--- src/design/rr_pkg.sv ---
package rr_pkg;

    // ~~~~~~~~~~~~~~~~~~~~~~~~~~~~~~~~~~~~~~~~~~~~~~~~~~~~~~~~~~~~~~~~~~~~~~~~~~~~
    // Widths and counts
    // ~~~~~~~~~~~~~~~~~~~~~~~~~~~~~~~~~~~~~~~~~~~~~~~~~~~~~~~~~~~~~~~~~~~~~~~~~~~~
    localparam int XLEN         = 32;
    localparam int REG_ADDR_W   = 5;
    localparam int NUM_REGS     = 1 << REG_ADDR_W;
    localparam int UOP_W        = 8;
    localparam int NUM_WB       = 3;
    localparam int NUM_SRC      = 4;   // rj/rk of both lanes
    localparam int LOAD_LATENCY = 3;   // Load leaving the stage to result on wb[2]
    localparam int TIMER_W      = $clog2(LOAD_LATENCY + 1);

    // ~~~~~~~~~~~~~~~~~~~~~~~~~~~~~~~~~~~~~~~~~~~~~~~~~~~~~~~~~~~~~~~~~~~~~~~~~~~~
    // Instruction bundle
    // ~~~~~~~~~~~~~~~~~~~~~~~~~~~~~~~~~~~~~~~~~~~~~~~~~~~~~~~~~~~~~~~~~~~~~~~~~~~~
    typedef struct packed {
        logic [31:0]           pc;
        logic [31:0]           inst;
        logic [UOP_W-1:0]      uop;
        logic [31:0]           imm;
        logic [REG_ADDR_W-1:0] rj;
        logic [REG_ADDR_W-1:0] rk;
        logic [REG_ADDR_W-1:0] rd;
        logic                  we;
        logic                  is_load;   // Lane 0 only
    } lane_t;

    typedef struct packed {
        lane_t [1:0]  lanes;
        logic [31:0]  pc_next;
        logic         pc_taken;
        logic         branch_flag;
        logic         excp_flag;
        logic [6:0]   exception;
        logic [31:0]  badv;
        logic         valid;
    } bundle_t;

    // Source operands of one lane
    typedef struct packed {
        logic [XLEN-1:0] rj_data;
        logic [XLEN-1:0] rk_data;
    } operand_t;

    // ~~~~~~~~~~~~~~~~~~~~~~~~~~~~~~~~~~~~~~~~~~~~~~~~~~~~~~~~~~~~~~~~~~~~~~~~~~~~
    // Write-back port
    // ~~~~~~~~~~~~~~~~~~~~~~~~~~~~~~~~~~~~~~~~~~~~~~~~~~~~~~~~~~~~~~~~~~~~~~~~~~~~
    typedef struct packed {
        logic                  we;
        logic [REG_ADDR_W-1:0] addr;
        logic [XLEN-1:0]       data;
    } wb_port_t;

endpackage

--- src/design/rr_ex_reg.sv ---
`timescale 1ns/1ps

module rr_ex_reg (
    input  logic                                           clk,
    input  logic                                           reset,
    input  logic                                           flush,
    input  logic                                           load,
    input  logic                                           fire,
    input  rr_pkg::bundle_t                                in_bundle,
    input  rr_pkg::operand_t [1:0]                         in_operands,
    input  logic [rr_pkg::NUM_SRC-1:0]                     patch_hit,
    input  logic [rr_pkg::NUM_SRC-1:0][rr_pkg::XLEN-1:0]   patch_data,
    output rr_pkg::bundle_t                                bundle,
    output rr_pkg::operand_t [1:0]                         operands
);

    import rr_pkg::*;

    logic     clear;
    operand_t [1:0] patched;

    // Bundle leaves with nothing behind it: turn into a bubble
    assign clear = reset || flush || (fire && !load);

    // ~~~~~~~~~~~~~~~~~~~~~~~~~~~~~~~~~~~~~~~~~~~~~~~~~~~~~~~~~~~~~~~~~~~~~~~~~~~~
    // Operand patching while held
    // ~~~~~~~~~~~~~~~~~~~~~~~~~~~~~~~~~~~~~~~~~~~~~~~~~~~~~~~~~~~~~~~~~~~~~~~~~~~~
    // Index 2*lane is rj, 2*lane+1 is rk
    always_comb begin
        patched = operands;
        for (int l = 0; l < 2; l++) begin
            if (patch_hit[2*l]) begin
                patched[l].rj_data = patch_data[2*l];
            end
            if (patch_hit[2*l+1]) begin
                patched[l].rk_data = patch_data[2*l+1];
            end
        end
    end

    // ~~~~~~~~~~~~~~~~~~~~~~~~~~~~~~~~~~~~~~~~~~~~~~~~~~~~~~~~~~~~~~~~~~~~~~~~~~~~
    // Pipeline register
    // ~~~~~~~~~~~~~~~~~~~~~~~~~~~~~~~~~~~~~~~~~~~~~~~~~~~~~~~~~~~~~~~~~~~~~~~~~~~~
    always_ff @(posedge clk) begin
        if (clear) begin
            bundle   <= '0;
            operands <= '0;
        end else if (load) begin
            bundle   <= in_bundle;
            operands <= in_operands;   // Already covers this cycle's write-back
        end else begin
            operands <= patched;       // Bundle fields hold
        end
    end

endmodule

--- config.mk ---
export PLATFORM = sky130hd
export DESIGN_NAME = rr_ex_reg
export DESIGN_NICKNAME = d
export VERILOG_FILES = /design/src/design/rr_pkg.sv /design/src/design/rr_ex_reg.sv
export SDC_FILE = /design/constraint.sdc
export NUM_CORES = 1
export LEC_CHECK = 0
export ABC_AREA = 1
export BUFFER_PORTS_ARGS = -buffer_cell sky130_fd_sc_hd__buf_2
export CORE_AREA = 10 10 392 394
export CTS_BUF_LIST = sky130_fd_sc_hd__clkbuf_8 sky130_fd_sc_hd__clkbuf_16
export DETAILED_ROUTE_END_ITERATION = 8
export DIE_AREA = 0 0 402 404
export GPL_TIMING_DRIVEN = 0
export PLACE_DENSITY = 0.3
export SLEW_MARGIN = 20
export SYNTH_ARGS = -nofsm -noshare
export SYNTH_HDL_FRONTEND = slang
export SYNTH_SLANG_ARGS = --single-unit
--- constraint.sdc ---
create_clock -name clk -period 1.5 [get_ports clk]
set_clock_uncertainty 0.05 [all_clocks]
set_input_delay 0.15 -clock clk [delete_from_list [all_inputs] [get_ports clk]]
set_output_delay 0.15 -clock clk [all_outputs]
set_load 0.01 [all_outputs]
* Yosys cells after proc, flatten, opt, wreduce, memory -nomap -nowiden *
Cells that the tools add are included.

cells by class
  reductions and logical operators = 8
  mux-type cells = 5

operators with widths
  operator             count
  $mux W128            1
  $mux W32             4
  $reduce_bool A2 Y1   4
  $logic_or A1 B1 Y1   2
  $logic_and A1 B1 Y1  1
  $logic_not A1 Y1     1

word-level totals
  output and inout port bits = 445
  flip-flop bits (word level) = 445
  input bits = 582
  word-level logic and storage cells = 42

* Logic depth before layout (Yosys ltp) *
  depth in word-level cells = 3
  gate-level depth with buffers = 9

* Worst setup path after synthesis *
OpenSTA, ideal clock, no wires.

  kind = input-to-reg
  start = in load
  end = reg bundle[135] in the netlist's numbering
  cell stages on the path = 8
  required time = 1334 ps
  buffers on the path = 4
  data arrival time = 1000 ps
  setup time = 116 ps
  slack = 334 ps
  cells stage by stage = buf_4 inv_2 nand2_1 nand2_1 buf_2 buf_4 buf_6 a21oi_1

between the ends
  longest elaborated chain between the ends = 3

RTL lines
  what                    RTL line         text
  start: declaration      rr_ex_reg.sv:7   input logic load,
  $logic_not A1 Y1        rr_ex_reg.sv:23  assign clear = reset || flush || (fire && !load);
  $logic_and A1 B1 Y1     rr_ex_reg.sv:23
  $logic_or A1 B1 Y1      rr_ex_reg.sv:23
  end signal: assignment  rr_ex_reg.sv:49  bundle <= in_bundle;
  end: declaration        rr_ex_reg.sv:13  output rr_pkg::bundle_t bundle,

Several ways; a longest one is shown, not always the timed one.
A chain may end at the register's enable or synchronous reset.

* Worst setup path after layout *
  start = reg bundle[128] in the netlist's numbering
  end = out bundle[128] in the netlist's numbering

No word-level cell between the ends.

==> metrics.txt <==
# TYPE chip_impl_metric gauge
chip_impl_info{name="status",value="finished with violations"} 1
chip_impl_info{name="failing_checks",value="negative hold slack"} 1
chip_impl_metric{name="met3WireLength",unit="microns"} 9275
chip_impl_metric{name="via_count_of_the_first_global_routing_pass",unit=""} 23090
chip_impl_metric{name="maxSlewViolCount",unit=""} 0
chip_impl_metric{name="route.detailed.wl_per_inst",unit="microns"} 20.88
chip_impl_metric{name="power.static_leakage",unit="nW"} 15.92
chip_impl_metric{name="power.total",unit="mW"} 32.74
chip_impl_metric{name="detail-route-antenna-nets",unit=""} 0
chip_impl_metric{name="htree_num_levels",unit=""} 2
chip_impl_metric{name="antenna_found_initial",unit=""} 24
chip_impl_metric{name="synthDistinctLibCells",unit=""} 12
chip_impl_metric{name="setup_viol_count_final",unit=""} 0
chip_impl_metric{name="floorplan.io_pins",unit=""} 1027
chip_impl_metric{name="mappedNetlistNets",unit=""} 2931
chip_impl_metric{name="syn-cell-area",unit="sq um"} 16970
chip_impl_metric{name="irDropWorstVdd",unit="uV"} 823.7
chip_impl_info{name="setup_repair_after_global_routing_missed_its_margin",value="false"} 1
chip_impl_metric{name="dieArea",unit="sq um"} 162400
chip_impl_info{name="mostFrequentLayoutCells",value="buf_2 (1094), nand2_1 (1020), dlygate4sd3_1 (578)"} 1
chip_impl_metric{name="min_delay_path_depth",unit=""} 5
chip_impl_metric{name="first_pass_grt_wire_length",unit="microns"} 173000
chip_impl_info{name="tritoncts",value="yes"} 1
chip_impl_metric{name="amount_of_wire_on_met2_after_detailed_routing",unit="microns"} 59490
chip_impl_metric{name="numPortBuffers",unit=""} 1021
chip_impl_metric{name="starting_density_of_the_core",unit=""} 0.1167
chip_impl_metric{name="place_congestion",unit=""} 0.8310
chip_impl_metric{name="cap_viol_max_count",unit=""} 0
chip_impl_metric{name="slew-limit-headroom",unit=""} 0.4068
chip_impl_info{name="min_path_type",value="primary input to flip-flop"} 1
chip_impl_metric{name="clock_insertion_delay_worst_skew",unit="ps"} 650
chip_impl_info{name="startpoint_of_the_tightest_hold_check_path",value="patch_data[47]"} 1
chip_impl_metric{name="critPathMaxStageDelay",unit="ps"} 420
chip_impl_metric{name="clock_tree.buffer_depth",unit=""} 3
chip_impl_metric{name="max_freq",unit="MHz"} 694.2
chip_impl_metric{name="final_min_period_over_clock_period",unit=""} 0.9603
chip_impl_metric{name="vias",unit=""} 21730
chip_impl_metric{name="dr.pass1.iters",unit=""} 5
chip_impl_metric{name="shortest_clock_period_the_worst_path_allows_after_layout",unit="ps"} 1440
chip_impl_metric{name="cts_clk_pin_slew_worst_paths",unit="ps"} 60
chip_impl_metric{name="globalRoute.totalOverflow",unit=""} 0
chip_impl_metric{name="timing.critical_path.arrival",unit="ps"} 1240
chip_impl_metric{name="drive_above_1_share",unit=""} 0.3066
chip_impl_info{name="commonest_non_fill_non_tap_cell_in_the_layout",value="buf_2"} 1
chip_impl_metric{name="first_iter_violations",unit=""} 952
chip_impl_metric{name="core.rowCount",unit=""} 140
chip_impl_metric{name="required_time_of_the_critical_path",unit="ps"} 1300
chip_impl_metric{name="met1Wirelength",unit="microns"} 51480
chip_impl_info{name="min_to",value="operands[15]"} 1
chip_impl_metric{name="yosys_warnings",unit=""} 0
chip_impl_info{name="maxUsedRoutingLayer",value="met5"} 1
chip_impl_metric{name="wl_final",unit="microns"} 125000
chip_impl_metric{name="final.setup.tns",unit="ps"} 0
chip_impl_metric{name="timing_worst_slew_pin_value",unit="ps"} 889.8
chip_impl_metric{name="fp.coreArea",unit="sq um"} 145400
chip_impl_metric{name="count_of_state_elements_after_synthesis",unit=""} 445
chip_impl_metric{name="drt-vias-per-instance",unit=""} 3.629
chip_impl_metric{name="area.growth.synth_to_final",unit="%"} 91.40
chip_impl_info{name="timing_worst_setup_path_type",value="flip-flop to output port"} 1
chip_impl_metric{name="yosysSeqAreaShare",unit=""} 0.5250
chip_impl_metric{name="reg2reg_depth",unit=""} 5
chip_impl_metric{name="cts_sinks",unit=""} 445
chip_impl_info{name="r2r_end",value="operands[54]"} 1
chip_impl_info{name="critical_path.startpoint_type",value="flip-flop"} 1
chip_impl_metric{name="critPathBufInv",unit=""} 1
chip_impl_metric{name="grt_start_max_net_pins",unit=""} 16
chip_impl_metric{name="rrSetupSlack",unit="ps"} 200
chip_impl_metric{name="groute.usage.overall",unit=""} 0.1458
chip_impl_metric{name="detail_route.drc_violations",unit=""} 0
chip_impl_metric{name="num-nets-final",unit=""} 4592
chip_impl_metric{name="fin_worst_hold_slack",unit="ps"} -4.922
chip_impl_metric{name="synthCells",unit=""} 2349
chip_impl_metric{name="number_of_buffers_created_by_cts",unit=""} 60
chip_impl_metric{name="dieHeight",unit="microns"} 404
chip_impl_metric{name="critical_path_peak_fanout",unit=""} 2
chip_impl_metric{name="synthesis.area_per_instance",unit="sq um"} 7.224
chip_impl_info{name="critPathCaptureType",value="output port"} 1
chip_impl_info{name="worst_path_dominant_cell_family",value="flip-flops"} 1
chip_impl_info{name="worstPathCellList",value="buf_2"} 1
chip_impl_metric{name="post_cts.repair.setup_buffers",unit=""} 0
chip_impl_info{name="startpoint_of_the_lowest_slack_register_to_register_path",value="operands[54]"} 1
chip_impl_metric{name="die_w",unit="microns"} 402
chip_impl_info{name="clock-root-buffer",value="clkbuf_16"} 1
chip_impl_info{name="crit_slowest_cell",value="dfxtp_2"} 1
chip_impl_metric{name="final_hold_violations",unit=""} 1
chip_impl_metric{name="hpwl",unit="microns"} 101400
chip_impl_metric{name="power-per-cell-area",unit="nW/um^2"} 1008
-- cells in the mapped netlist --
cell type  instances  area, sq um
a21oi_1          317         1587
buf_4              4        30.03
clkbuf_1          64        240.2
inv_2              1        3.750
buf_6             10        112.6
buf_2             86        430.4
nand3_1          256         1281
buf_1             12        45.04
nand2_1         1020         3829
dfxtp_1          445         8909
inv_1            129        484.2
nor2_1             5        18.77
-- cell type report --
cell class                      count  area (sq um)
Inverter                          130         488.0
Timing Repair Buffer             1600         10940
Clock buffer                       81          1813
Antenna cell                       13         32.53
Buffer                            175         878.3
Clock inverter                     28         290.3
Multi-Input combinational cell   1598          6718
Tap cell                         1917          2399
Fill cell                       16610        112900
Sequential cell                   445          8925
-- worst max-delay path by stage --
stage	start	endpoint	slack (ps)	cells past startpoint
6_report	bundle[128]	bundle[128]	60	1
5_1_grt	operands[26]	operands[26]	5	1
4_1_cts	operands[112]	operands[112]	2	1
3_5_place_dp	load	operands[17]	-940	7
3_3_place_gp	patch_hit[1]	operands[2]	-1790	7
2_1_floorplan	load	bundle[135]	330	8
-- report_power, final --
| part | switching (mW) | internal [mW] | total (mW) |
|---|---|---|---|
| registers | 0.187 | 12.2 | 12.4 |
| logic | 2.58 | 2.30 | 4.89 |
| clock network | 6.12 | 9.38 | 15.5 |
| total | 8.89 | 23.9 | 32.7 |
-- tightest hold or removal path, delay by kind of cell --
family                 cells  cell delay (ps)
buffers and inverters      2              130
and+or+nand+nor            3              380
-- layer usage --
metal,vias to the layer above,GRT usage
li1,10780,-
met4,10,0.05273
met3,192,0.04559
met2,751,0.2490
met1,9995,0.1708
met5,-,0
-- flip-flops by register name, summed over array words and instances, names as in the netlist --
name / cells
bundle: 317
operands: 128
-- per-stage QoR --
step                      hold slack [ps]  cell area, sq um  setup slack [ps]    util  cells
after floorplan                     240.5             16970             333.9       -   2349
after global placement              357.1             24480             -1794  0.1684   5287
after detailed placement            359.6             24500            -939.9  0.1685   5288
after CTS                           8.245             32440             1.558  0.2231   5974
after global routing                30.45             32460             5.411  0.2233   5978
final                              -4.922             32480             59.53  0.2234   5987
-- cell families after synthesis --
family | Yosys count | synth area share
compound gates | 317 | 0.09349
buf+inv | 306 | 0.07933
flops | 445 | 0.5250
simple gates | 1281 | 0.3022
-- repair_timing --
item / 4_1_cts / 5_1_grt
resized for setup: 27 / 9
pin swaps: 0 / 0
hold endpoints to repair: 445 / 0
hold buffers: 578 / 0
setup endpoints to repair: 80 / 13
(Power assumes the default switching activity.)
