===== src/design/rr_pkg.sv =====
package rr_pkg;

    // ~~~~~~~~~~~~~~~~~~~~~~~~~~~~~~~~~~~~~~~~~~~~~~~~~~~~~~~~~~~~~~~~~~~~~~~~~~~~
    // Widths and counts
    // ~~~~~~~~~~~~~~~~~~~~~~~~~~~~~~~~~~~~~~~~~~~~~~~~~~~~~~~~~~~~~~~~~~~~~~~~~~~~
    localparam int XLEN         = 32;
    localparam int REG_ADDR_W   = 5;
    localparam int NUM_REGS     = 1 << REG_ADDR_W;
    localparam int UOP_W        = 8;
    localparam int NUM_WB       = 3;
    localparam int NUM_SRC      = 4;   // rj/rk of both lanes
    localparam int LOAD_LATENCY = 3;   // Load leaving the stage to result on wb[2]
    localparam int TIMER_W      = $clog2(LOAD_LATENCY + 1);

    // ~~~~~~~~~~~~~~~~~~~~~~~~~~~~~~~~~~~~~~~~~~~~~~~~~~~~~~~~~~~~~~~~~~~~~~~~~~~~
    // Instruction bundle
    // ~~~~~~~~~~~~~~~~~~~~~~~~~~~~~~~~~~~~~~~~~~~~~~~~~~~~~~~~~~~~~~~~~~~~~~~~~~~~
    typedef struct packed {
        logic [31:0]           pc;
        logic [31:0]           inst;
        logic [UOP_W-1:0]      uop;
        logic [31:0]           imm;
        logic [REG_ADDR_W-1:0] rj;
        logic [REG_ADDR_W-1:0] rk;
        logic [REG_ADDR_W-1:0] rd;
        logic                  we;
        logic                  is_load;   // Lane 0 only
    } lane_t;

    typedef struct packed {
        lane_t [1:0]  lanes;
        logic [31:0]  pc_next;
        logic         pc_taken;
        logic         branch_flag;
        logic         excp_flag;
        logic [6:0]   exception;
        logic [31:0]  badv;
        logic         valid;
    } bundle_t;

    // Source operands of one lane
    typedef struct packed {
        logic [XLEN-1:0] rj_data;
        logic [XLEN-1:0] rk_data;
    } operand_t;

    // ~~~~~~~~~~~~~~~~~~~~~~~~~~~~~~~~~~~~~~~~~~~~~~~~~~~~~~~~~~~~~~~~~~~~~~~~~~~~
    // Write-back port
    // ~~~~~~~~~~~~~~~~~~~~~~~~~~~~~~~~~~~~~~~~~~~~~~~~~~~~~~~~~~~~~~~~~~~~~~~~~~~~
    typedef struct packed {
        logic                  we;
        logic [REG_ADDR_W-1:0] addr;
        logic [XLEN-1:0]       data;
    } wb_port_t;

endpackage


===== src/design/bypass_select.sv =====
`timescale 1ns/1ps

module bypass_select (
    input  logic [rr_pkg::NUM_SRC-1:0][rr_pkg::REG_ADDR_W-1:0] src,
    input  rr_pkg::wb_port_t [rr_pkg::NUM_WB-1:0]              wb,
    output logic [rr_pkg::NUM_SRC-1:0]                         hit,
    output logic [rr_pkg::NUM_SRC-1:0][rr_pkg::XLEN-1:0]       data
);

    import rr_pkg::*;

    logic [NUM_SRC-1:0][NUM_WB-1:0] match;

    // Per source and port: a live write to the same nonzero register
    always_comb begin
        for (int i = 0; i < NUM_SRC; i++) begin
            for (int p = 0; p < NUM_WB; p++) begin
                match[i][p] = wb[p].we && (wb[p].addr != '0) && (wb[p].addr == src[i]);
            end
        end
    end

    // Later ports overwrite earlier ones, so port 2 wins
    always_comb begin
        for (int i = 0; i < NUM_SRC; i++) begin
            hit[i]  = 1'b0;
            data[i] = '0;
            for (int p = 0; p < NUM_WB; p++) begin
                if (match[i][p]) begin
                    hit[i]  = 1'b1;
                    data[i] = wb[p].data;
                end
            end
        end
    end

endmodule


===== config.mk =====
export PLATFORM = sky130hd
export DESIGN_NAME = bypass_select
export DESIGN_NICKNAME = d
export VERILOG_FILES = /design/src/design/rr_pkg.sv /design/src/design/bypass_select.sv
export SDC_FILE = /design/constraint.sdc
export NUM_CORES = 1
export LEC_CHECK = 0
export BUFFER_PORTS_ARGS = -buffer_cell sky130_fd_sc_hd__buf_2
export CORE_MARGIN = 2
export CORE_UTILIZATION = 36
export DETAILED_ROUTE_END_ITERATION = 8
export GPL_TIMING_DRIVEN = 0
export PLACE_DENSITY = 0.73
export SLEW_MARGIN = 10
export SYNTH_ARGS = -nofsm -noshare
export SYNTH_HDL_FRONTEND = slang
export SYNTH_SLANG_ARGS = --single-unit

===== constraint.sdc =====
create_clock -name vclk -period 1.57
set_clock_uncertainty 0.05 [all_clocks]
set_input_delay 0.0785 -clock vclk [all_inputs]
set_output_delay 0.0785 -clock vclk [all_outputs]
set_load 0.005 [all_outputs]

**Word-level counts from Yosys, hierarchy flattened**

Cells that the tools add are included.

- Reductions and logical operators: 18
- Multiplexer cells: 24
- Eq/ne operators: 12

Operators by type and width:

| kind | count |
|---|---|
| 32-bit 2-to-1 mux | 12 |
| 5-bit equality test | 12 |
| 1-bit logical AND | 15 |
| 5-bit nonzero test | 3 |
| 1-bit 2-to-1 mux | 12 |

- Output and inout port bits: 132
- Logic and storage cells: 54
- Register bits: 0

**Depth between registers and ports, before layout**

Gate-level depths: netlist of run 1.

- Depth after elaboration: 6
- Depth in mapped cells: 8
- Gate-level depth less buffers: 5

**Worst setup path after synthesis of run 1**

No wires, ideal clock.

- Path type: input to output
- Start: input wb[108] (netlist bit)
- End: output data[62] (netlist bit)
- Required time: 1.441 ns
- Arrival time: 1.569 ns
- Buffers on the path: 3
- Setup slack: -0.127 ns
- Stages: 7
- Cell sequence: clkbuf_1 -> xnor2_1 -> nand3_1 -> or4_1 -> buf_4 -> buf_4 -> a31oi_1

RTL lines:

| item | RTL line | source |
|---|---|---|
| from (decl) | bypass_select.sv:5 | `input rr_pkg::wb_port_t [rr_pkg::NUM_WB-1:0] wb,` |
| to (decl) | bypass_select.sv:7 | `output logic [rr_pkg::NUM_SRC-1:0][rr_pkg::XLEN-1:0] data` |

==> flow_summary.json, run 1 <==
{
  "status": "finished, violations left",
  "violations": "negative setup slack",
  "die-width_um": 111,
  "place_area_um2": 5730,
  "synth_area_leaders": "nand4_1 20%, a31oi_1 19%, nor2_1 12%, nand2_1 9.3%, xnor2_1 7.4%",
  "num_rows": 39,
  "pin_count": 266,
  "drive_gt1_frac": 0.449,
  "insertedDiodeCount": 0,
  "slew_violations": 0,
  "postLayoutCellArea_um2": 6920,
  "rsz0062_at_grt": "yes",
  "n_clock_buffer": 0,
  "vdd.ir_drop.worst_mv": 0.148,
  "dr.pass1.iters": 8,
  "seq_area_frac_synth": 0,
  "wl_per_cell_um": 21.5,
  "hold_violations": 0,
  "period_minus_slack_ns": 1.99,
  "drv_cap": 0,
  "critical_path_buf_inv_count": 4,
  "finalPower_mw": 1.43,
  "cp_common_cell": "buf_8",
  "crit_arrival_ns": 1.86,
  "fmax_ghz": 0.502,
  "crit_type": "in -> out",
  "grt_pass1_wl_mm": 35.6,
  "initial_core_util": 0.366,
  "postCtsHoldBufs": 0,
  "antenna_found_initial": 0,
  "maxSlewHeadroom": 0.684,
  "synth_top_area_cell": "nand4_1",
  "critPathLaunchType": "input port",
  "vias_per_cell": 6.47,
  "drcViolationCount": 0,
  "pwr_density_cell_nw_per_um2": 206,
  "seq_cells": 0,
  "syn_avg_cell_area_um2": 5.45,
  "hold_path.class": "in -> out",
  "worst_pin_slew_ns": 0.474,
  "slowest_delay_ns": 0.54,
  "syn2layout_area_growth_pct": 67.0,
  "regArea_um2": 0,
  "synth_warnings": 0,
  "die_h_um": 111,
  "grt_pass1_vias": 6707,
  "crit_fanout": 7,
  "end_kind": "output pin",
  "synth_top_area_share": 0.196,
  "dieArea_um2": 12400,
  "hold_depth": 4,
  "worstSetupStartpoint": "wb[110]",
  "cp_cell_sequence": "buf_8 -> or4_4 -> o21ai_4 -> and4b_1 -> buf_6 -> buf_8 -> a31oi_4 -> a21oi_2 -> buf_2",
  "setup_viol": 132,
  "period_share": 1.27,
  "overflow": 0,
  "final_cell_mix": "264 x buf_2, 130 x nand4_1, 111 x nor2_1, 103 x nand2_1, 93 x a31oi_1",
  "core-area_um2": 11300,
  "gr-usage-all-layers": 0.348,
  "synthCells": 760,
  "drtIter0Drc": 1119,
  "netlist_area_um2": 4140,
  "final_common_cell": "buf_2",
  "path_depth": 9,
  "endpoint": "data[1]",
  "path_delay_family": "simple AND/OR/NAND/NOR gates",
  "hold_ws_ns": 0.468,
  "fin_ws_ns": -0.420,
  "ys_types": 28,
  "grt_max_degree": 11,
  "nNetsFinal": 1172,
  "synthesis.nets": 894,
  "globalplace.congestion": 0.986,
  "routed_wl_mm": 25.3,
  "crit_path_top_delay_cell": "or4_4",
  "antenna_left": 0,
  "io_buffer_count": 251,
  "vias": 7633,
  "p_leak_nw": 3.19,
  "required_ns": 1.44,
  "dp_hpwl_mm": 17.2
}
## how the worst min path moves through the flow
stage / start / endpoint / slack [ns]
after floorplan: wb[0] / data[0] / 0.22
after detailed placement: wb[24] / data[24] / 0.47
final: wb[19] / data[19] / 0.47
after global placement: wb[24] / data[24] / 0.47
after CTS: wb[19] / data[19] / 0.47
after global routing: wb[7] / data[7] / 0.48
## cells in the mapped netlist (all sizes together)
cell / count
nand4: 130
nor2: 129
a31oi: 128
nand2: 103
buf: 66
clkbuf: 43
xnor2: 35
a21oi: 33
and3: 32
xor2: 24
nand3: 11
nor3: 7
or4: 5
nand4bb: 2
nor2b: 2
a211o: 1
and4b: 1
inv: 1
nand2b: 1
nand4b: 1
nor4: 1
o21a: 1
o21ai: 1
or3: 1
or4b: 1
## metrics by stage
step | cells | util | setup slack [ns] | TNS, ns
CTS | 1163 | 0.548 | -0.358 | -40.65
detailed placement | 1154 | 0.506 | -1.01 | -84.60
finish | 1179 | 0.611 | -0.420 | -44.43
global route | 1179 | 0.611 | -0.471 | -52.10
floorplan | 760 | - | -0.110 | -5.51
global placement | 1154 | 0.506 | -1.02 | -86.23
## cell families after synthesis
group | after synthesis | synth area share
buffers and inverters | 110 | 0.130
xor gates and xnor gates | 59 | 0.125
and+or+nand+nor | 427 | 0.506
AOI/OAI and AO/OA | 164 | 0.239
## routing by layer
layer / vias to the layer above / share of wire / track usage
met2: 730 / 0.46 / 0.561
li1: 3370 / - / -
met1: 3407 / 0.37 / 0.465
met4: 0 / 0.037 / 0.119
met5: - / 0 / 0
met3: 126 / 0.13 / 0.0634
## area by class of cell
cell class / count / area [um^2]
plain buffers: 109 / 940
fillers: 1142 / 4400
inverters: 1 / 3.75
multi-input cells: 650 / 4120
well taps: 143 / 179
repair buffers: 276 / 1670
## repair_timing
item / CTS / global route
pin swaps: 13 / 26
setup buffers: 7 / 7
cloned: 2 / 9
setup endpoints to repair: 132 / 132
resized for setup: 114 / 124
## power by group
part	internal, mW	switching (mW)
combinational	0.613	0.815
sequential	0	0
clock	0	0
total	0.613	0.815
Power figures use the tool's default switching activity.
==> run 2: changes to the inputs <==
--- a/config.mk
+++ b/config.mk
@@ -5,12 +5,13 @@
 export SDC_FILE = /design/constraint.sdc
 export NUM_CORES = 1
 export LEC_CHECK = 0
+export ABC_AREA = 1
 export BUFFER_PORTS_ARGS = -buffer_cell sky130_fd_sc_hd__buf_2
 export CORE_MARGIN = 2
 export CORE_UTILIZATION = 36
 export DETAILED_ROUTE_END_ITERATION = 8
 export GPL_TIMING_DRIVEN = 0
-export PLACE_DENSITY = 0.73
+export PLACE_DENSITY = 0.66
 export SLEW_MARGIN = 10
 export SYNTH_ARGS = -nofsm -noshare
 export SYNTH_HDL_FRONTEND = slang
==> flow_summary.json, run 2 <==
{
  "hold_ws_ns": 0.406,
  "io_buffer_count": 253,
  "grt_pass1_wl_mm": 42.5,
  "synthTopCellsByCount": "619 x nand2_1, 236 x nand3_1, 146 x inv_1, 65 x buf_2, 65 x nand4_1",
  "drv_cap": 0,
  "seq_area_frac_synth": 0,
  "globalplace.congestion": 0.949,
  "maxSlewHeadroom": 0.795,
  "initial_core_util": 0.364,
  "num_rows": 47,
  "antenna_found_initial": 1,
  "die_h_um": 133,
  "synth_warnings": 0,
  "antenna_left": 0,
  "wl_per_cell_um": 17.1,
  "fillers": 1696,
  "synthesis.nets": 1405,
  "final_cell_mix": "567 x nand2_1, 258 x buf_2, 193 x nand3_1, 139 x inv_1, 65 x nand4_1",
  "rsz0062_at_grt": "yes",
  "pin_count": 266,
  "grt_max_degree": 11,
  "seq_cells": 0,
  "ys_types": 22,
  "netlist_area_um2": 5960,
  "period_share": 1.04,
  "hold_violations": 0,
  "routed_wl_mm": 30.8,
  "crit_arrival_ns": 1.50,
  "postLayoutCellArea_um2": 9330,
  "synth_area_leaders": "nand2_1 39%, nand3_1 20%, inv_1 9.2%, nand4_1 6.8%, buf_2 5.5%",
  "drive_gt1_frac": 0.361,
  "crit_type": "in -> out",
  "nNetsFinal": 1716,
  "critPathLaunchType": "input port",
  "dr.pass1.iters": 8,
  "pre_cts_ws_ns": -0.144,
  "drtIter0Drc": 1131,
  "vdd.ir_drop.worst_mv": 0.205,
  "dieArea_um2": 17600,
  "hold_path.class": "in -> out",
  "syn_avg_cell_area_um2": 4.69,
  "grt_pass1_vias": 7966,
  "overflow": 0,
  "status": "finished, violations left",
  "dp_hpwl_mm": 20.7,
  "end_kind": "output pin",
  "synth_top_area_cell": "nand2_1",
  "yosysMostFrequentCell": "nand2_1",
  "n_clock_buffer": 0,
  "period_minus_slack_ns": 1.63,
  "required_ns": 1.44,
  "setup_viol": 26,
  "drcViolationCount": 0,
  "fin_ws_ns": -0.0607,
  "final_common_cell": "nand2_1",
  "slew_violations": 0,
  "synth_top_area_share": 0.390,
  "vias_per_cell": 5.34,
  "die-width_um": 133,
  "place_area_um2": 7510,
  "worst_pin_slew_ns": 0.307,
  "pwr_density_cell_nw_per_um2": 215,
  "vias": 9628,
  "fmax_ghz": 0.613,
  "regArea_um2": 0,
  "core-area_um2": 16400,
  "final_util": 0.569,
  "synthCells": 1271,
  "violations": "negative setup slack",
  "crit_fanout": 10,
  "syn2layout_area_growth_pct": 56.5,
  "multiInputGateArea_um2": 5260,
  "p_leak_nw": 5.90,
  "gr-usage-all-layers": 0.296
}
## run 2: cell count changes after synthesis, sizes merged, moves of 5 or more
cell and change:
nor2 -98, inv +154, nand2 +522, clkbuf -43
nand3 +230, or4 -5, a21oi -32, xnor2 -17
buf +37, nand4 -64, a31oi -128, and3 -32
## run 2: metal layers
| metal | GRT usage | up-vias | wire length, um |
|---|---|---|---|
| met5 | 0 | - | 0 |
| met3 | 0.0330 | 110 | 3010 |
| met4 | 0.0717 | 0 | 1140 |
| li1 | - | 4572 | - |
| met2 | 0.493 | 630 | 14300 |
| met1 | 0.407 | 4316 | 12400 |
## run 2: path summary, 6_finish.rpt
path         to    from  slack (ns)  cells after the start
max    data[34]  src[5]       -0.06                     11
min   data[116]  wb[96]        0.41                      4
## run 2: through the flow
step	setup TNS (ns)	cells	power (mW)
2_1_floorplan	0	1271	0.865
3_3_place_gp	-7.36	1744	1.52
3_5_place_dp	-8.06	1744	1.52
4_1_cts	-0.174	1757	1.62
5_1_grt	-3.52	1801	2.13
6_report	-0.382	1802	2.00
## run 2: kinds of logic after synthesis
family | count (synthesis) | synth area share
and+or+nand+nor | 969 | 0.722
buffers and inverters | 258 | 0.214
xor gates and xnor gates | 43 | 0.0631
AOI/OAI and AO/OA | 1 | 0.00147
## run 2: repair_timing
item,4_1_cts,5_1_grt
hold buffers,0,0
pin swaps,12,91
cloned,3,20
setup endpoints to repair,120,128
setup buffers,10,24
gates resized for setup,52,298
## run 2: final cells by class
class              count  share of cell area
diodes                 2            0.000536
inverters            155              0.0680
plain buffers        102               0.114
multi-input cells   1013               0.563
repair buffers       310               0.225
well taps            220              0.0295
## run 2: critical path, stage by stage
cell and delay (ns):
buf_2 0.14, xnor2_1 0.21, nand3_2 0.17, nor2_4 0.14, buf_12 0.17, nand2_8 0.09, buf_8 0.16, nand2_1 0.07
nand2_1 0.05, nand2_1 0.09, buf_2 0.13
## run 2: power by group
group          internal, mW    total, mW  switching, mW  leakage (nW)
logic                 0.798         2.00           1.21          5.90
registers                 0            0              0             0
clock network   0.000000170  0.000000170              0     0.0000127
==> run 3: changes to the inputs <==
--- a/config.mk
+++ b/config.mk
@@ -11,7 +11,6 @@
 export CORE_UTILIZATION = 36
 export DETAILED_ROUTE_END_ITERATION = 8
 export GPL_TIMING_DRIVEN = 0
-export PLACE_DENSITY = 0.66
 export SLEW_MARGIN = 10
 export SYNTH_ARGS = -nofsm -noshare
 export SYNTH_HDL_FRONTEND = slang
==> constraint.sdc (replaced) <==
create_clock -name vclk -period 1.65
set_clock_uncertainty 0.05 [all_clocks]
set_input_delay 0.0825 -clock vclk [all_inputs]
set_output_delay 0.0825 -clock vclk [all_outputs]
set_load 0.005 [all_outputs]
==> flow_summary.json, run 3 (synthesis gave the netlist of run 2 again) <==
{
  "crit_path_top_delay_cell": "clkbuf_4",
  "slowest_delay_ns": 0.26,
  "pwr_density_cell_nw_per_um2": 202,
  "hold_ws_ns": 0.422,
  "hold_path.class": "in -> out",
  "maxSlewHeadroom": 0.809,
  "die_h_um": 133,
  "worstSetupStartpoint": "wb[71]",
  "grt_pass1_wl_mm": 42.2,
  "vias_per_cell": 5.12,
  "insertedDiodeCount": 0,
  "initial_core_util": 0.364,
  "dieArea_um2": 17600,
  "core-area_um2": 16400,
  "antenna_left": 0,
  "n_clock_buffer": 0,
  "vias": 9062,
  "critPathLaunchType": "input port",
  "crit_type": "in -> out",
  "period_share": 0.978,
  "end_kind": "output pin",
  "final_cell_mix": "618 x nand2_1, 284 x buf_2, 232 x nand3_1, 143 x inv_1, 65 x nand4_1",
  "rsz0062_at_grt": "yes",
  "postLayoutCellArea_um2": 8070,
  "final_util": 0.492,
  "dr.pass1.iters": 6,
  "die-width_um": 133,
  "slew_violations": 0,
  "drcViolationCount": 0,
  "overflow": 0,
  "drtIter0Drc": 960,
  "gr-usage-all-layers": 0.294,
  "min_from": "wb[96]",
  "p_leak_nw": 5.53,
  "place_area_um2": 7510,
  "cp_cell_sequence": "buf_2 -> inv_2 -> nand2_1 -> nand4_2 -> nor2_4 -> clkbuf_4 -> nand4_1 -> nand3_1 -> nand2_1 -> buf_2",
  "routed_wl_mm": 28.0,
  "regArea_um2": 0,
  "wl_per_cell_um": 15.8,
  "crit_fanout": 10,
  "path_delay_family": "simple AND/OR/NAND/NOR gates",
  "finalPower_mw": 1.63,
  "pin_count": 266,
  "num_rows": 47,
  "setup_viol": 0,
  "vdd.ir_drop.worst_mv": 0.166,
  "required_ns": 1.52,
  "grt_pass1_vias": 7957,
  "drv_cap": 0,
  "final_common_cell": "nand2_1",
  "seq_cells": 0,
  "antenna_found_initial": 1,
  "syn2layout_area_growth_pct": 35.3,
  "critical_path_buf_inv_count": 4,
  "fmax_ghz": 0.620,
  "globalplace.congestion": 0.907,
  "period_minus_slack_ns": 1.61,
  "dp_hpwl_mm": 20.9,
  "io_buffer_count": 253,
  "crit_arrival_ns": 1.48,
  "grt_max_degree": 11,
  "drive_gt1_frac": 0.281,
  "fin_tns_setup_ns": 0,
  "hold_violations": 0,
  "nNetsFinal": 1686,
  "worst_pin_slew_ns": 0.286,
  "status": "complete, no violations"
}
-- run 3: changes by cell type in the layout (fill, tap and decap cells not counted), moves of 9 or more --
cell       before  now
buf_6          57   38
nand2_1       567  618
buf_8          19    7
buf_2         258  284
nand3_1       193  232
nand2_2        47    2
buf_12         16    5
nand3_2        44    5
buf_4          45   33
clkbuf_16       9    0
-- run 3: worst paths after layout --
kind         to  slack, ns  cells past startpoint
max   data[117]       0.04                     10
min    data[52]       0.42                      4
-- run 3: per-layer routing --
layer,part of all wire,up-vias,global-route usage
met5,0.00046,-,0
met4,0.019,2,0.0717
met3,0.096,49,0.0337
met2,0.46,502,0.480
met1,0.42,3989,0.412
li1,-,4520,-
-- run 3: repair_timing --
| action | in CTS | in global routing |
|---|---|---|
| cloned | 0 | 2 |
| hold buffers | 0 | 0 |
| endpoints found under the setup margin | 85 | 121 |
| gates resized for setup | 13 | 98 |
| pin swaps | 0 | 15 |
| setup buffers | 0 | 24 |
-- run 3: where the power goes --
part | leakage [nW] | switching [mW] | internal, mW
clock network | 0 | 0 | 0
registers | 0 | 0 | 0
logic | 5.53 | 1.04 | 0.590
-- run 3: stage by stage --
| step | std cells | setup WS (ns) |
|---|---|---|
| after floorplan | 1271 | 0.439 |
| after global placement | 1744 | -0.114 |
| after detailed placement | 1744 | -0.0967 |
| after CTS | 1744 | -0.0113 |
| after global routing | 1770 | -0.0331 |
| final | 1770 | 0.0369 |
-- run 3: area by class of cell --
type,instances,area (um^2)
well taps,220,275
plain buffers,103,893
repair buffers,279,1520
multi-input cells,1013,4790
inverters,155,594
fillers,1857,8330
