--- src/design/rr_pkg.sv ---
package rr_pkg;

    // ~~~~~~~~~~~~~~~~~~~~~~~~~~~~~~~~~~~~~~~~~~~~~~~~~~~~~~~~~~~~~~~~~~~~~~~~~~~~
    // Widths and counts
    // ~~~~~~~~~~~~~~~~~~~~~~~~~~~~~~~~~~~~~~~~~~~~~~~~~~~~~~~~~~~~~~~~~~~~~~~~~~~~
    localparam int XLEN         = 32;
    localparam int REG_ADDR_W   = 5;
    localparam int NUM_REGS     = 1 << REG_ADDR_W;
    localparam int UOP_W        = 8;
    localparam int NUM_WB       = 3;
    localparam int NUM_SRC      = 4;   // rj/rk of both lanes
    localparam int LOAD_LATENCY = 3;   // Load leaving the stage to result on wb[2]
    localparam int TIMER_W      = $clog2(LOAD_LATENCY + 1);

    // ~~~~~~~~~~~~~~~~~~~~~~~~~~~~~~~~~~~~~~~~~~~~~~~~~~~~~~~~~~~~~~~~~~~~~~~~~~~~
    // Instruction bundle
    // ~~~~~~~~~~~~~~~~~~~~~~~~~~~~~~~~~~~~~~~~~~~~~~~~~~~~~~~~~~~~~~~~~~~~~~~~~~~~
    typedef struct packed {
        logic [31:0]           pc;
        logic [31:0]           inst;
        logic [UOP_W-1:0]      uop;
        logic [31:0]           imm;
        logic [REG_ADDR_W-1:0] rj;
        logic [REG_ADDR_W-1:0] rk;
        logic [REG_ADDR_W-1:0] rd;
        logic                  we;
        logic                  is_load;   // Lane 0 only
    } lane_t;

    typedef struct packed {
        lane_t [1:0]  lanes;
        logic [31:0]  pc_next;
        logic         pc_taken;
        logic         branch_flag;
        logic         excp_flag;
        logic [6:0]   exception;
        logic [31:0]  badv;
        logic         valid;
    } bundle_t;

    // Source operands of one lane
    typedef struct packed {
        logic [XLEN-1:0] rj_data;
        logic [XLEN-1:0] rk_data;
    } operand_t;

    // ~~~~~~~~~~~~~~~~~~~~~~~~~~~~~~~~~~~~~~~~~~~~~~~~~~~~~~~~~~~~~~~~~~~~~~~~~~~~
    // Write-back port
    // ~~~~~~~~~~~~~~~~~~~~~~~~~~~~~~~~~~~~~~~~~~~~~~~~~~~~~~~~~~~~~~~~~~~~~~~~~~~~
    typedef struct packed {
        logic                  we;
        logic [REG_ADDR_W-1:0] addr;
        logic [XLEN-1:0]       data;
    } wb_port_t;

endpackage

--- src/design/hazard_fsm.sv ---
`timescale 1ns/1ps

module hazard_fsm (
    input  logic            clk,
    input  logic            reset,
    input  logic            flush,
    input  logic            fire,
    input  rr_pkg::bundle_t fired_bundle,
    input  rr_pkg::bundle_t held_bundle,
    input  logic            timer_last,
    output logic            timer_start,
    output logic            ex_readygo
);

    import rr_pkg::*;

    typedef enum logic {
        RUN,
        WAIT_LOAD
    } state_t;

    state_t                state;
    logic [REG_ADDR_W-1:0] pend_rd;
    logic                  load_fire;
    logic                  depends;

    assign load_fire = fire && fired_bundle.valid && fired_bundle.lanes[0].is_load;
    assign timer_start = load_fire;

    always_ff @(posedge clk) begin
        if (reset || flush) begin
            state   <= RUN;
            pend_rd <= '0;
        end else if (load_fire) begin
            state   <= WAIT_LOAD;
            pend_rd <= fired_bundle.lanes[0].rd;
        end else if (timer_last) begin
            state   <= RUN;
        end
    end

    // Any of the four sources reads the pending load destination
    always_comb begin
        depends = 1'b0;
        for (int l = 0; l < 2; l++) begin
            if (held_bundle.lanes[l].rj == pend_rd || held_bundle.lanes[l].rk == pend_rd) begin
                depends = 1'b1;
            end
        end
        if (pend_rd == '0) begin
            depends = 1'b0;   // r0 never waits
        end
    end

    assign ex_readygo = held_bundle.valid && !(state == WAIT_LOAD && depends);

endmodule

--- config.mk ---
export PLATFORM = sky130hd
export DESIGN_NAME = hazard_fsm
export DESIGN_NICKNAME = d
export VERILOG_FILES = /design/src/design/rr_pkg.sv /design/src/design/hazard_fsm.sv
export SDC_FILE = /design/constraint.sdc
export NUM_CORES = 1
export LEC_CHECK = 0
export CAP_MARGIN = 20
export CORE_AREA = 2 2 251 253
export CTS_BUF_LIST = sky130_fd_sc_hd__clkbuf_4 sky130_fd_sc_hd__clkbuf_8 sky130_fd_sc_hd__clkbuf_16
export DETAILED_ROUTE_END_ITERATION = 7
export DIE_AREA = 0 0 253 255
export DONT_BUFFER_PORTS = 1
export SETUP_SLACK_MARGIN = 0.5
export SYNTH_ARGS = -nofsm -noshare
export SYNTH_HDL_FRONTEND = slang
export SYNTH_SLANG_ARGS = --single-unit
--- constraint.sdc ---
create_clock -name clk -period 1.74 [get_ports clk]
set_input_delay 0.348 -clock clk [delete_from_list [all_inputs] [get_ports clk]]
set_output_delay 0.348 -clock clk [all_outputs]
set_load 0.05 [all_outputs]
### After elaboration in Yosys (flattened, before gate mapping)

Cells that the tools add are included.

| word-level totals | value |
|---|---|
| register bits | 6 |
| input port bits | 639 |
| logic and storage cells | 21 |

| operators by class | value |
|---|---|
| eq/ne operators | 4 |
| muxes and demuxes | 5 |
| reductions and logical operators | 10 |

Operators by type and width:

| cell | number |
|---|---|
| == test 5 bit | 4 |
| logical NOT 5 bit | 1 |
| two-way mux 1 bit | 5 |
| logical AND 1 bit | 4 |
| logical OR 1 bit | 3 |
| nonzero test 2 bit | 1 |
| logical NOT 1 bit | 1 |

### Longest topological paths before layout

Gate-level depths: netlist of the first run.

| depth | value |
|---|---|
| depth in word-level cells | 8 |
| mapped depth | 6 |
| gate-level depth less buffers | 5 |

### Worst setup path before layout of the first run

Ideal clock, no wire load.

| timing | value |
|---|---|
| path type | register to output |
| from | register pend_rd[4] |
| to | output port ex_readygo |
| arrival | 1.460 ns |
| slack | -0.068 ns |
| stages on the path, launching flop included | 5 |
| path buffers | 1 |
| cells stage by stage | dfxtp_1 -> buf_6 -> or4_1 -> o21ai_1 -> o21a_1 |

| between the ends | value |
|---|---|
| word-level cells in the longest chain between the ends | 8 |
| elaborated cells between the ends (all ways) | 13 |
| those cells by class | 4 x eq/ne; 3 x mux; 6 x reduce/logical |

RTL lines:

| what | line | source |
|---|---|---|
| start: declaration | hazard_fsm.sv:23 | `logic [REG_ADDR_W-1:0] pend_rd;` |
| start signal: assignment | hazard_fsm.sv:36 | `pend_rd <= fired_bundle.lanes[0].rd;` |
| == test 5 bit | hazard_fsm.sv:46 | `if (held_bundle.lanes[l].rj == pend_rd \|\| held_bundle.lanes[l].rk == pend_rd) begin` |
| logical OR 1 bit | hazard_fsm.sv:46 |  |
| two-way mux 1 bit (2 in a row) | hazard_fsm.sv:46 |  |
| two-way mux 1 bit * | hazard_fsm.sv:50 | `if (pend_rd == '0) begin` |
| logical AND 1 bit * | hazard_fsm.sv:55 | `assign ex_readygo = held_bundle.valid && !(state == WAIT_LOAD && depends);` |
| logical NOT 1 bit * | hazard_fsm.sv:55 |  |
| logical AND 1 bit * | hazard_fsm.sv:55 |  |
| end: declaration | hazard_fsm.sv:12 | `output logic ex_readygo` |

Mark *: on every way between the ends. The rest lies on a longest branch, timed or not.

### Final worst setup path of the first run

| timing | value |
|---|---|
| from | register pend_rd[3] |
| to | output port ex_readygo |

Same word-level chain as after synthesis.

==> metrics.md, run 1 <==
| Metric | Value |
|---|---|
| Status | `finished with violations` |
| Failing checks | `negative setup slack` |
| Pwr/cell area | `344 nW/um^2` |
| Final nets | `703` |
| Top cells by area, synth | `xnor2_1, dfxtp_1, mux2i_1` |
| DP Wirelength | `~3.8 mm` |
| Static leakage | `0.306 nW` |
| CTS tree | `built` |
| 1st-iter DRT viols | `3` |
| Seq/Total Area, Yosys | `0.242` |
| Yosys warnings | `0` |
| # IOs | `around 640` |
| Period utilization | `1.18` |
| Actual slew at the worst max-slew pin | `330 ps` |
| # fillers | `7431` |
| Maximum clock rate | `0.487 GHz` |
| Post-synth EDFFs | `0` |
| Slew HR | `0.780` |
| Core Box Area | `62200 sq um` |
| GPL Wtd Cong | `0.578` |
| Synth Cell Area | `495 sq um` |
| Initial antenna violation count | `1` |
| Post-Route Utilization | `0.0283` |
| GRT Residual Overflow | `0` |
| Root Buffer | `clkbuf_16` |
| Crit path time final | `2050 ps` |
| Max cap viols | `0` |
| Unrepaired setup endpoints after global routing | `true` |
| Yosys reg bits | `6` |
| Synth top area share | `0.265` |
| Worst Setup End Kind | `output port` |
| Combinational power share | `0.160` |
| Final hold violation count | `0` |
| Syn nets | `698` |
| Internal power | `0.000478 W` |
| Post-DR vias/cell | `0.505` |
| Post-DP Area | `1550 sq um` |
| Fin area | `1760 sq um` |
| Top cells by count, synth | `xnor2_1, dfxtp_1, mux2i_1, nor2_1, xor2_1` |
| Die Wd | `253 um` |
| Synth async-reset ratio | `0` |
| Vias in the first global route | `473` |
| Layout area overhead | `255%` |
| Syn Area/Cell | `8.40 sq um` |
| Tot GR Track Use | `0.0125` |
| Syn Inst Count | `59` |
| HP Class | `in2reg` |
| DR DRC count | `0` |
| First-pass GRT wire length | `about 4.8 mm` |
| Final setup viols | `1` |
| Number of routed nets with antenna violations | `0` |
| H-tree depth | `1` |
| Sw power | `approximately 0.00013 W` |
| I/O Buffers | `0` |
| Clk slew on worst S/H paths | `approximately 30 ps` |
| Die H | `255 um` |
| Clock power share | `0.604` |
| CP Launch Type | `flop` |
| CTS Buf Count | `3` |
| Min setup slack post-route | `-312 ps` |
| Drt wl/cell | `4.70 um` |
| Via Count | `435` |
| Worst-Skew Late Latency | `230 ps` |
| Peak VDD IR | `0.539 mV` |
| Clk_skew | `0 ps` |
| Antenna Cells | `0` |
| CTS sink cnt | `6` |
| Critical path class | `reg2out` |
| Std cell rows | `92` |
| Detailed Routing Iterations Pass 1 | `2` |
| Max clock buf depth | `2` |
| Starting density of the core | `0.00797` |
| WL final | `4.05 mm` |
| Total power | `between 0.0006 and 0.0007 W` |
| Worst Path Arrival | `1700 ps` |
| Switch share | `0.210` |
| Largest net degree at the start of global routing | `8` |
| Slew Viols, Final | `0` |
| Fraction of layout cells with a size suffix above 1 | `0.532` |
| CP Max Fanout | `6` |
| CP required | `1390 ps` |
| Sequential share of power | `0.236` |
| Synth area leader | `xnor2_1` |
| Top_reg_cell synth | `dfxtp_1` |
| Post-CTS Hold Buffers | `0` |
| Most frequent cell after synthesis | `xnor2_1` |
| Synth cell types | `21` |
| Total die area | `64500 sq um` |
power by group through the flow:
stage,clock (W),combinational [W],sequential (W)
4_1_cts,0.000369,0.0000888,0.000143
3_3_place_gp,0,0.0000730,0.000149
5_1_grt,0.000381,0.000103,0.000144
6_report,0.000365,0.0000967,0.000143
2_1_floorplan,0,0.0000552,0.000143
3_5_place_dp,0,0.0000754,0.000150
cells in the final DEF (no fill, tap or decap), types with 2 or more instances in the layout:
master	netlist	routed
buf_12	0	3
dfxtp_4	0	4
xnor2_2	0	6
nand3_2	0	2
nor2_1	5	5
clkbuf_16	0	3
xnor2_1	15	9
xor2_1	5	4
buf_4	1	3
mux2i_1	5	5
per-layer routing:
metal | GRT usage | vias up | part of all wire | wire [um]
li1 | - | 198 | - | -
met1 | 0.0233 | 199 | 0.65 | 2630
met2 | 0.0126 | 36 | 0.30 | 1200
met3 | 0.00214 | 2 | 0.051 | 206
met4 | 0.00254 | 0 | 0.0032 | 13
met5 | 0 | - | 0 | 0
cell families after synthesis:
| family | synth area share |
|---|---|
| compound gates | 0.0657 |
| simple gates | 0.154 |
| buf+inv | 0.0833 |
| mux | 0.101 |
| xor+xnor | 0.354 |
| flops | 0.242 |
what timing repair did:
action                                  in CTS  in global routing
endpoints found under the setup margin       1                  1
setup buffers                                0                  0
resized for setup                           21                  7
pin swaps                                    6                  7
worst paths after layout:
check / depth (start not counted) / startpoint / end / slack, ps
max: 6 / pend_rd[3] / ex_readygo / -310
min: 2 / fired_bundle[79] / pend_rd[2] / 270
max reg2reg: 3 / pend_rd[3] / pend_rd[3] / 890
min reg2reg: 2 / pend_rd[1] / pend_rd[1] / 530
flip-flops by register name, indices dropped and copies added, names as in the netlist:
| register | count |
|---|---|
| pend_rd | 5 |
| state | 1 |
final cells by class:
class | count | area, sq um | area share
Tap cell | 799 | 1000 | 0.569
Multi-Input combinational cell | 46 | 457 | 0.260
Inverter | 1 | 7.51 | 0.00427
Sequential cell | 6 | 136 | 0.0776
Timing Repair Buffer | 6 | 82.6 | 0.0470
Clock buffer | 3 | 75.1 | 0.0427
worst max-delay path, cell delays in order, from the launching register on:
cell	delay (ps)
dfxtp_4	390
xnor2_1	260
nand2_4	160
o22ai_2	210
a311oi_2	60
o21a_2	230
buf_12	150
metrics by stage:
stage	TNS (ps)	worst slack, ps	hold WS [ps]	cells
global placement	-601	-601	496	858
CTS	-321	-321	273	861
global route	-435	-435	289	861
floorplan	0	58.3	448	59
finish	-312	-312	273	861
detailed placement	-655	-655	505	858
(Power assumes the default switching activity.)
==> run 2: changes to the inputs <==
--- a/config.mk
+++ b/config.mk
@@ -5,12 +5,12 @@
 export SDC_FILE = /design/constraint.sdc
 export NUM_CORES = 1
 export LEC_CHECK = 0
+export BUFFER_PORTS_ARGS = -buffer_cell sky130_fd_sc_hd__buf_2
 export CAP_MARGIN = 20
-export CORE_AREA = 2 2 251 253
+export CORE_AREA = 2 2 247 249
 export CTS_BUF_LIST = sky130_fd_sc_hd__clkbuf_4 sky130_fd_sc_hd__clkbuf_8 sky130_fd_sc_hd__clkbuf_16
 export DETAILED_ROUTE_END_ITERATION = 7
-export DIE_AREA = 0 0 253 255
-export DONT_BUFFER_PORTS = 1
+export DIE_AREA = 0 0 249 251
 export SETUP_SLACK_MARGIN = 0.5
 export SYNTH_ARGS = -nofsm -noshare
 export SYNTH_HDL_FRONTEND = slang
==> metrics.md, run 2 (same netlist as run 1, synthesis figures left out) <==
| Metric | Value |
|---|---|
| Max clock buf depth | `2` |
| Biggest register | `pend_rd` |
| Max cap viols | `0` |
| Number of routed nets with antenna violations | `0` |
| Post-DR vias/cell | `0.605` |
| Hold-critical path depth | `3` |
| GRT Residual Overflow | `0` |
| CP cell instances | `xnor2_1, nand3_1, buf_4, o22ai_2, a311oi_2, o21a_4, buf_12` |
| Setup TNS | `-298 ps` |
| Worst Setup End Kind | `output port` |
| Clk slew on worst S/H paths | `30 ps` |
| DR DRC count | `0` |
| Die H | `251 um` |
| Detailed Routing Iterations Pass 1 | `3` |
| WL final | `3.14 mm` |
| Final setup viols | `1` |
| Total die area | `62500 sq um` |
| Unrepaired setup endpoints after global routing | `true` |
| Initial antenna violation count | `0` |
| Std cell rows | `90` |
| Static leakage | `~0.45 nW` |
| Post-Route Utilization | `0.0316` |
| Hold_sp | `fired_bundle[80]` |
| Slowest stage delay, CP | `350 ps` |
| Period utilization | `1.17` |
| Clk_skew | `0 ps` |
| Largest net degree at the start of global routing | `7` |
| Fraction of layout cells with a size suffix above 1 | `0.641` |
| First-pass GRT wire length | `roughly 4 mm` |
| Layout area overhead | `282%` |
| Pwr/cell area | `341 nW/um^2` |
| Slew Viols, Final | `0` |
| Biggest regs | `pend_rd: 5 flops, state: 1 flops` |
| Starting density of the core | `0.00829` |
| Via Count | `approximately 540` |
| CP required | `1390 ps` |
| Hold Path End | `pend_rd[3]` |
| Actual slew at the worst max-slew pin | `249 ps` |
| GPL Wtd Cong | `0.613` |
| Vias in the first global route | `467` |
| Internal power | `0.000504 W` |
| Combinational power share | `0.207` |
| Most common cell after layout, fill and taps aside | `buf_2` |
| Switch share | `0.219` |
| Tot GR Track Use | `0.00981` |
| 1st-iter DRT viols | `5` |
| CP Max Fanout | `3` |
| CP Launch Type | `flop` |
| Sw power | `0.000141 W` |
| RR Endpoint | `pend_rd[4]` |
| Crit path time final | `between 2000 and 2500 ps` |
| Slowest CP cell | `dfxtp_4` |
| Status | `finished with violations` |
| Worst Path Arrival | `1690 ps` |
| CTS Buf Count | `3` |
| Final hold violation count | `0` |
| Clock power share | `0.576` |
| CTS sink cnt | `6` |
| I/O Buffers | `34` |
| R2r startpoint | `pend_rd[4]` |
| # IOs | `641` |
| Critical path class | `reg2out` |
| Min setup slack post-route | `-298 ps` |
| CTS tree | `built` |
| Peak VDD IR | `0.493 mV` |
| Final nets | `approximately 740` |
| H-tree depth | `1` |
| Post-CTS Hold Buffers | `0` |
| Sequential share of power | `0.217` |
| Flip-flop count of the largest register after layout | `5` |
| Maximum clock rate | `between 0.4 and 0.5 GHz` |
| # fillers | `7098` |
| Failing checks | `negative setup slack` |
| Drt wl/cell | `3.55 um` |
| Reg2Reg Depth | `4` |
| HP Class | `in2reg` |
| Die Wd | `~250 um` |
| Worst-Skew Late Latency | `230 ps` |
| Commonest non-fill, non-tap cells in the layout | `buf_2, xnor2_1, buf_4` |
| Slew HR | `0.835` |
| FF-to-FF setup slack | `between 800 and 900 ps` |
| Root Buffer | `clkbuf_16` |
| Core Box Area | `59800 sq um` |
-- run 2: what timing repair did --
| action | CTS | global route |
|---|---|---|
| cloned | 0 | 0 |
| endpoints found under the setup margin | 1 | 1 |
| setup buffers | 1 | 0 |
| gates resized for setup | 10 | 8 |
| pin swaps | 4 | 6 |
| hold endpoints to repair | 0 | 0 |
-- run 2: per-stage QoR --
step	setup slack [ps]	hold slack (ps)	total power [W]	cell area, sq um	instances
finish	-298	355	0.000645	1890	886
global route	-370	363	0.000671	1890	885
CTS	-347	355	0.000647	1850	885
global placement	-336	470	0.000270	1730	881
floorplan	58.3	448	0.000198	505	59
detailed placement	-298	474	0.000270	1730	881
-- run 2: worst max-delay path by stage --
stage	start	end	slack, ps
global route	pend_rd[2]	ex_readygo	-370
detailed placement	held_bundle[88]	ex_readygo	-300
CTS	pend_rd[4]	ex_readygo	-350
global placement	held_bundle[88]	ex_readygo	-340
floorplan	pend_rd[4]	ex_readygo	60
finish	pend_rd[0]	ex_readygo	-300
-- run 2: per-layer routing --
metal,wire [um],GRT usage
met3,173,0.00104
met1,2460,0.0221
met4,36,0.00364
met5,0,0
met2,472,0.00480
-- run 2: layout make-up --
cell class	instances	area, sq um	share of cell area
well taps	782	978	0.517
multi-input cells	46	392	0.207
clock buffers	3	75.1	0.0397
diodes	1	2.50	0.00132
repair buffers	47	303	0.160
inverters	1	7.51	0.00397
flip-flops and latches	6	134	0.0708
-- run 2: worst max-delay path, delay by kind of cell, from the launching register on --
family	cells	cell delay, ps
xor gates and xnor gates	1	150
AOI/OAI and AO/OA	3	470
DFF	1	350
buffers and inverters	2	340
and+or+nand+nor	1	150
-- run 2: power groups by stage --
stage                     Combinational (W)  Clock, W  Sequential (W)
after floorplan                   0.0000552         0        0.000143
after global routing               0.000146  0.000385        0.000140
after global placement             0.000125         0        0.000145
after CTS                          0.000131  0.000374        0.000142
final                              0.000134  0.000372        0.000140
after detailed placement           0.000125         0        0.000145
==> run 3: changes to the inputs <==
--- a/config.mk
+++ b/config.mk
@@ -11,6 +11,7 @@
 export CTS_BUF_LIST = sky130_fd_sc_hd__clkbuf_4 sky130_fd_sc_hd__clkbuf_8 sky130_fd_sc_hd__clkbuf_16
 export DETAILED_ROUTE_END_ITERATION = 7
 export DIE_AREA = 0 0 249 251
+export REMOVE_ABC_BUFFERS = 1
 export SETUP_SLACK_MARGIN = 0.5
 export SYNTH_ARGS = -nofsm -noshare
 export SYNTH_HDL_FRONTEND = slang
==> metrics.md, run 3 (same netlist as run 1, synthesis figures left out) <==
| Metric | Value |
|---|---|
| Status | `finished with violations` |
| Failing checks | `negative setup slack` |
| Final hold violation count | `0` |
| Max clock buf depth | `2` |
| Detailed Routing Iterations Pass 1 | `2` |
| CTS Buf Count | `3` |
| Post-DP Area | `approximately 1700 sq um` |
| Commonest non-fill, non-tap cells in the layout | `buf_2, xnor2_1, buf_4` |
| Post-DR vias/cell | `0.624` |
| GRT Residual Overflow | `0` |
| Largest net degree at the start of global routing | `7` |
| Maximum clock rate | `approximately 0.49 GHz` |
| GPL Wtd Cong | `0.623` |
| Fraction of layout cells with a size suffix above 1 | `0.608` |
| Worst Setup End Kind | `output port` |
| Number of routed nets with antenna violations | `0` |
| Worst-Skew Late Latency | `230 ps` |
| CP Launch Type | `flop` |
| WL final | `3.39 mm` |
| Max cap viols | `0` |
| Drt wl/cell | `3.84 um` |
| Peak VDD IR | `0.489 mV` |
| Biggest regs | `pend_rd: 5 flops, state: 1 flops` |
| # IOs | `641` |
| Crit path time final | `roughly 2000 ps` |
| First-pass GRT wire length | `4.47 mm` |
| Slowest CP cell | `dfxtp_2` |
| HP Class | `in2reg` |
| Final setup viols | `1` |
| 1st-iter DRT viols | `4` |
| CP Max Fanout | `3` |
| Flip-flop count of the largest register after layout | `5` |
| Total die area | `62500 sq um` |
| Worst Path Arrival | `around 1700 ps` |
| I/O Buffers | `34` |
| Most common cell after layout, fill and taps aside | `buf_2` |
| Period utilization | `1.17` |
| # fillers | `7102` |
| Static leakage | `0.442 nW` |
| Clk_skew | `0 ps` |
| Slowest stage delay, CP | `roughly 340 ps` |
| Min setup slack post-route | `-303 ps` |
| Pwr/cell area | `344 nW/um^2` |
| Biggest register | `pend_rd` |
| DP Wirelength | `~3.1 mm` |
| Die H | `251 um` |
| Clk slew on worst S/H paths | `30 ps` |
| H-tree depth | `1` |
| Critical path class | `reg2out` |
| Antenna Cells | `0` |
| Die Wd | `249 um` |
| CTS tree | `built` |
| Root Buffer | `clkbuf_16` |
| Total power | `0.000642 W` |
| Worst path most repeated cell | `buf_12` |
| CP cell instances | `buf_8, buf_12, xnor2_1, nand3_1, o22ai_2, a311oi_2, o21a_1, buf_12` |
| Layout area overhead | `277%` |
| Std cell rows | `90` |
| CTS sink cnt | `6` |
| Slew HR | `0.813` |
| Via Count | `552` |
| Vias in the first global route | `563` |
| Actual slew at the worst max-slew pin | `279 ps` |
| Fin area | `1870 sq um` |
| Unrepaired setup endpoints after global routing | `true` |
| Final nets | `around 740` |
| CP required | `1390 ps` |
| DR DRC count | `0` |
| Starting density of the core | `0.00829` |
| Core Box Area | `59800 sq um` |
| Tot GR Track Use | `0.0109` |
| Slew Viols, Final | `0` |
| Initial antenna violation count | `1` |
==> run 3: final timing paths <==
kind	slack, ps	startpoint	to	depth (start not counted)
setup / recovery	-300	pend_rd[0]	ex_readygo	8
hold / removal	350	fired_bundle[81]	pend_rd[4]	3
setup reg to reg	870	pend_rd[4]	pend_rd[4]	4
hold reg to reg	500	state	state	2
==> run 3: what timing repair did <==
action,CTS,global route
gates resized for setup,13,6
hold buffers,0,0
pin swaps,5,2
endpoints found under the setup margin,1,1
buffers inserted,2,0
==> run 3: per-layer routing <==
layer,GRT usage,vias up,part of all wire
li1,-,280,-
met1,0.0231,230,0.76
met2,0.00744,38,0.18
met3,0.00155,4,0.051
met4,0.00260,0,0.0091
met5,0,-,0
==> run 3: final cells by class <==
type	count	area (sq um)	area share
Sequential cell	6	129	0.0690
Tap cell	782	978	0.524
Timing Repair Buffer	46	307	0.164
Clock buffer	3	75.1	0.0402
Inverter	1	3.75	0.00201
Multi-Input combinational cell	46	375	0.201
==> run 3: through the flow <==
step / util / hold WS (ps) / std cells / worst slack (ps) / TNS, ps
2_1_floorplan: - / 448 / 53 / -25.4 / -25.4
3_3_place_gp: 0.0284 / 472 / 879 / -358 / -358
3_5_place_dp: 0.0284 / 483 / 879 / -323 / -323
4_1_cts: 0.0309 / 352 / 884 / -347 / -347
5_1_grt: 0.0312 / 383 / 884 / -400 / -400
6_report: 0.0312 / 352 / 884 / -303 / -303
==> run 3: critical path: cells and delay by family (launching register included) <==
kind | cells | cell delay (ps)
AOI/OAI and AO/OA | 3 | 490
buffers and inverters | 3 | 400
and+or+nand+nor | 1 | 90
xor gates and xnor gates | 1 | 120
DFF | 1 | 340
==> run 3: where the power goes <==
group          switching (W)  internal (W)  total (W)
sequential        0.00000321      0.000139   0.000143
combinational      0.0000583     0.0000689   0.000127
clock              0.0000771      0.000295   0.000372
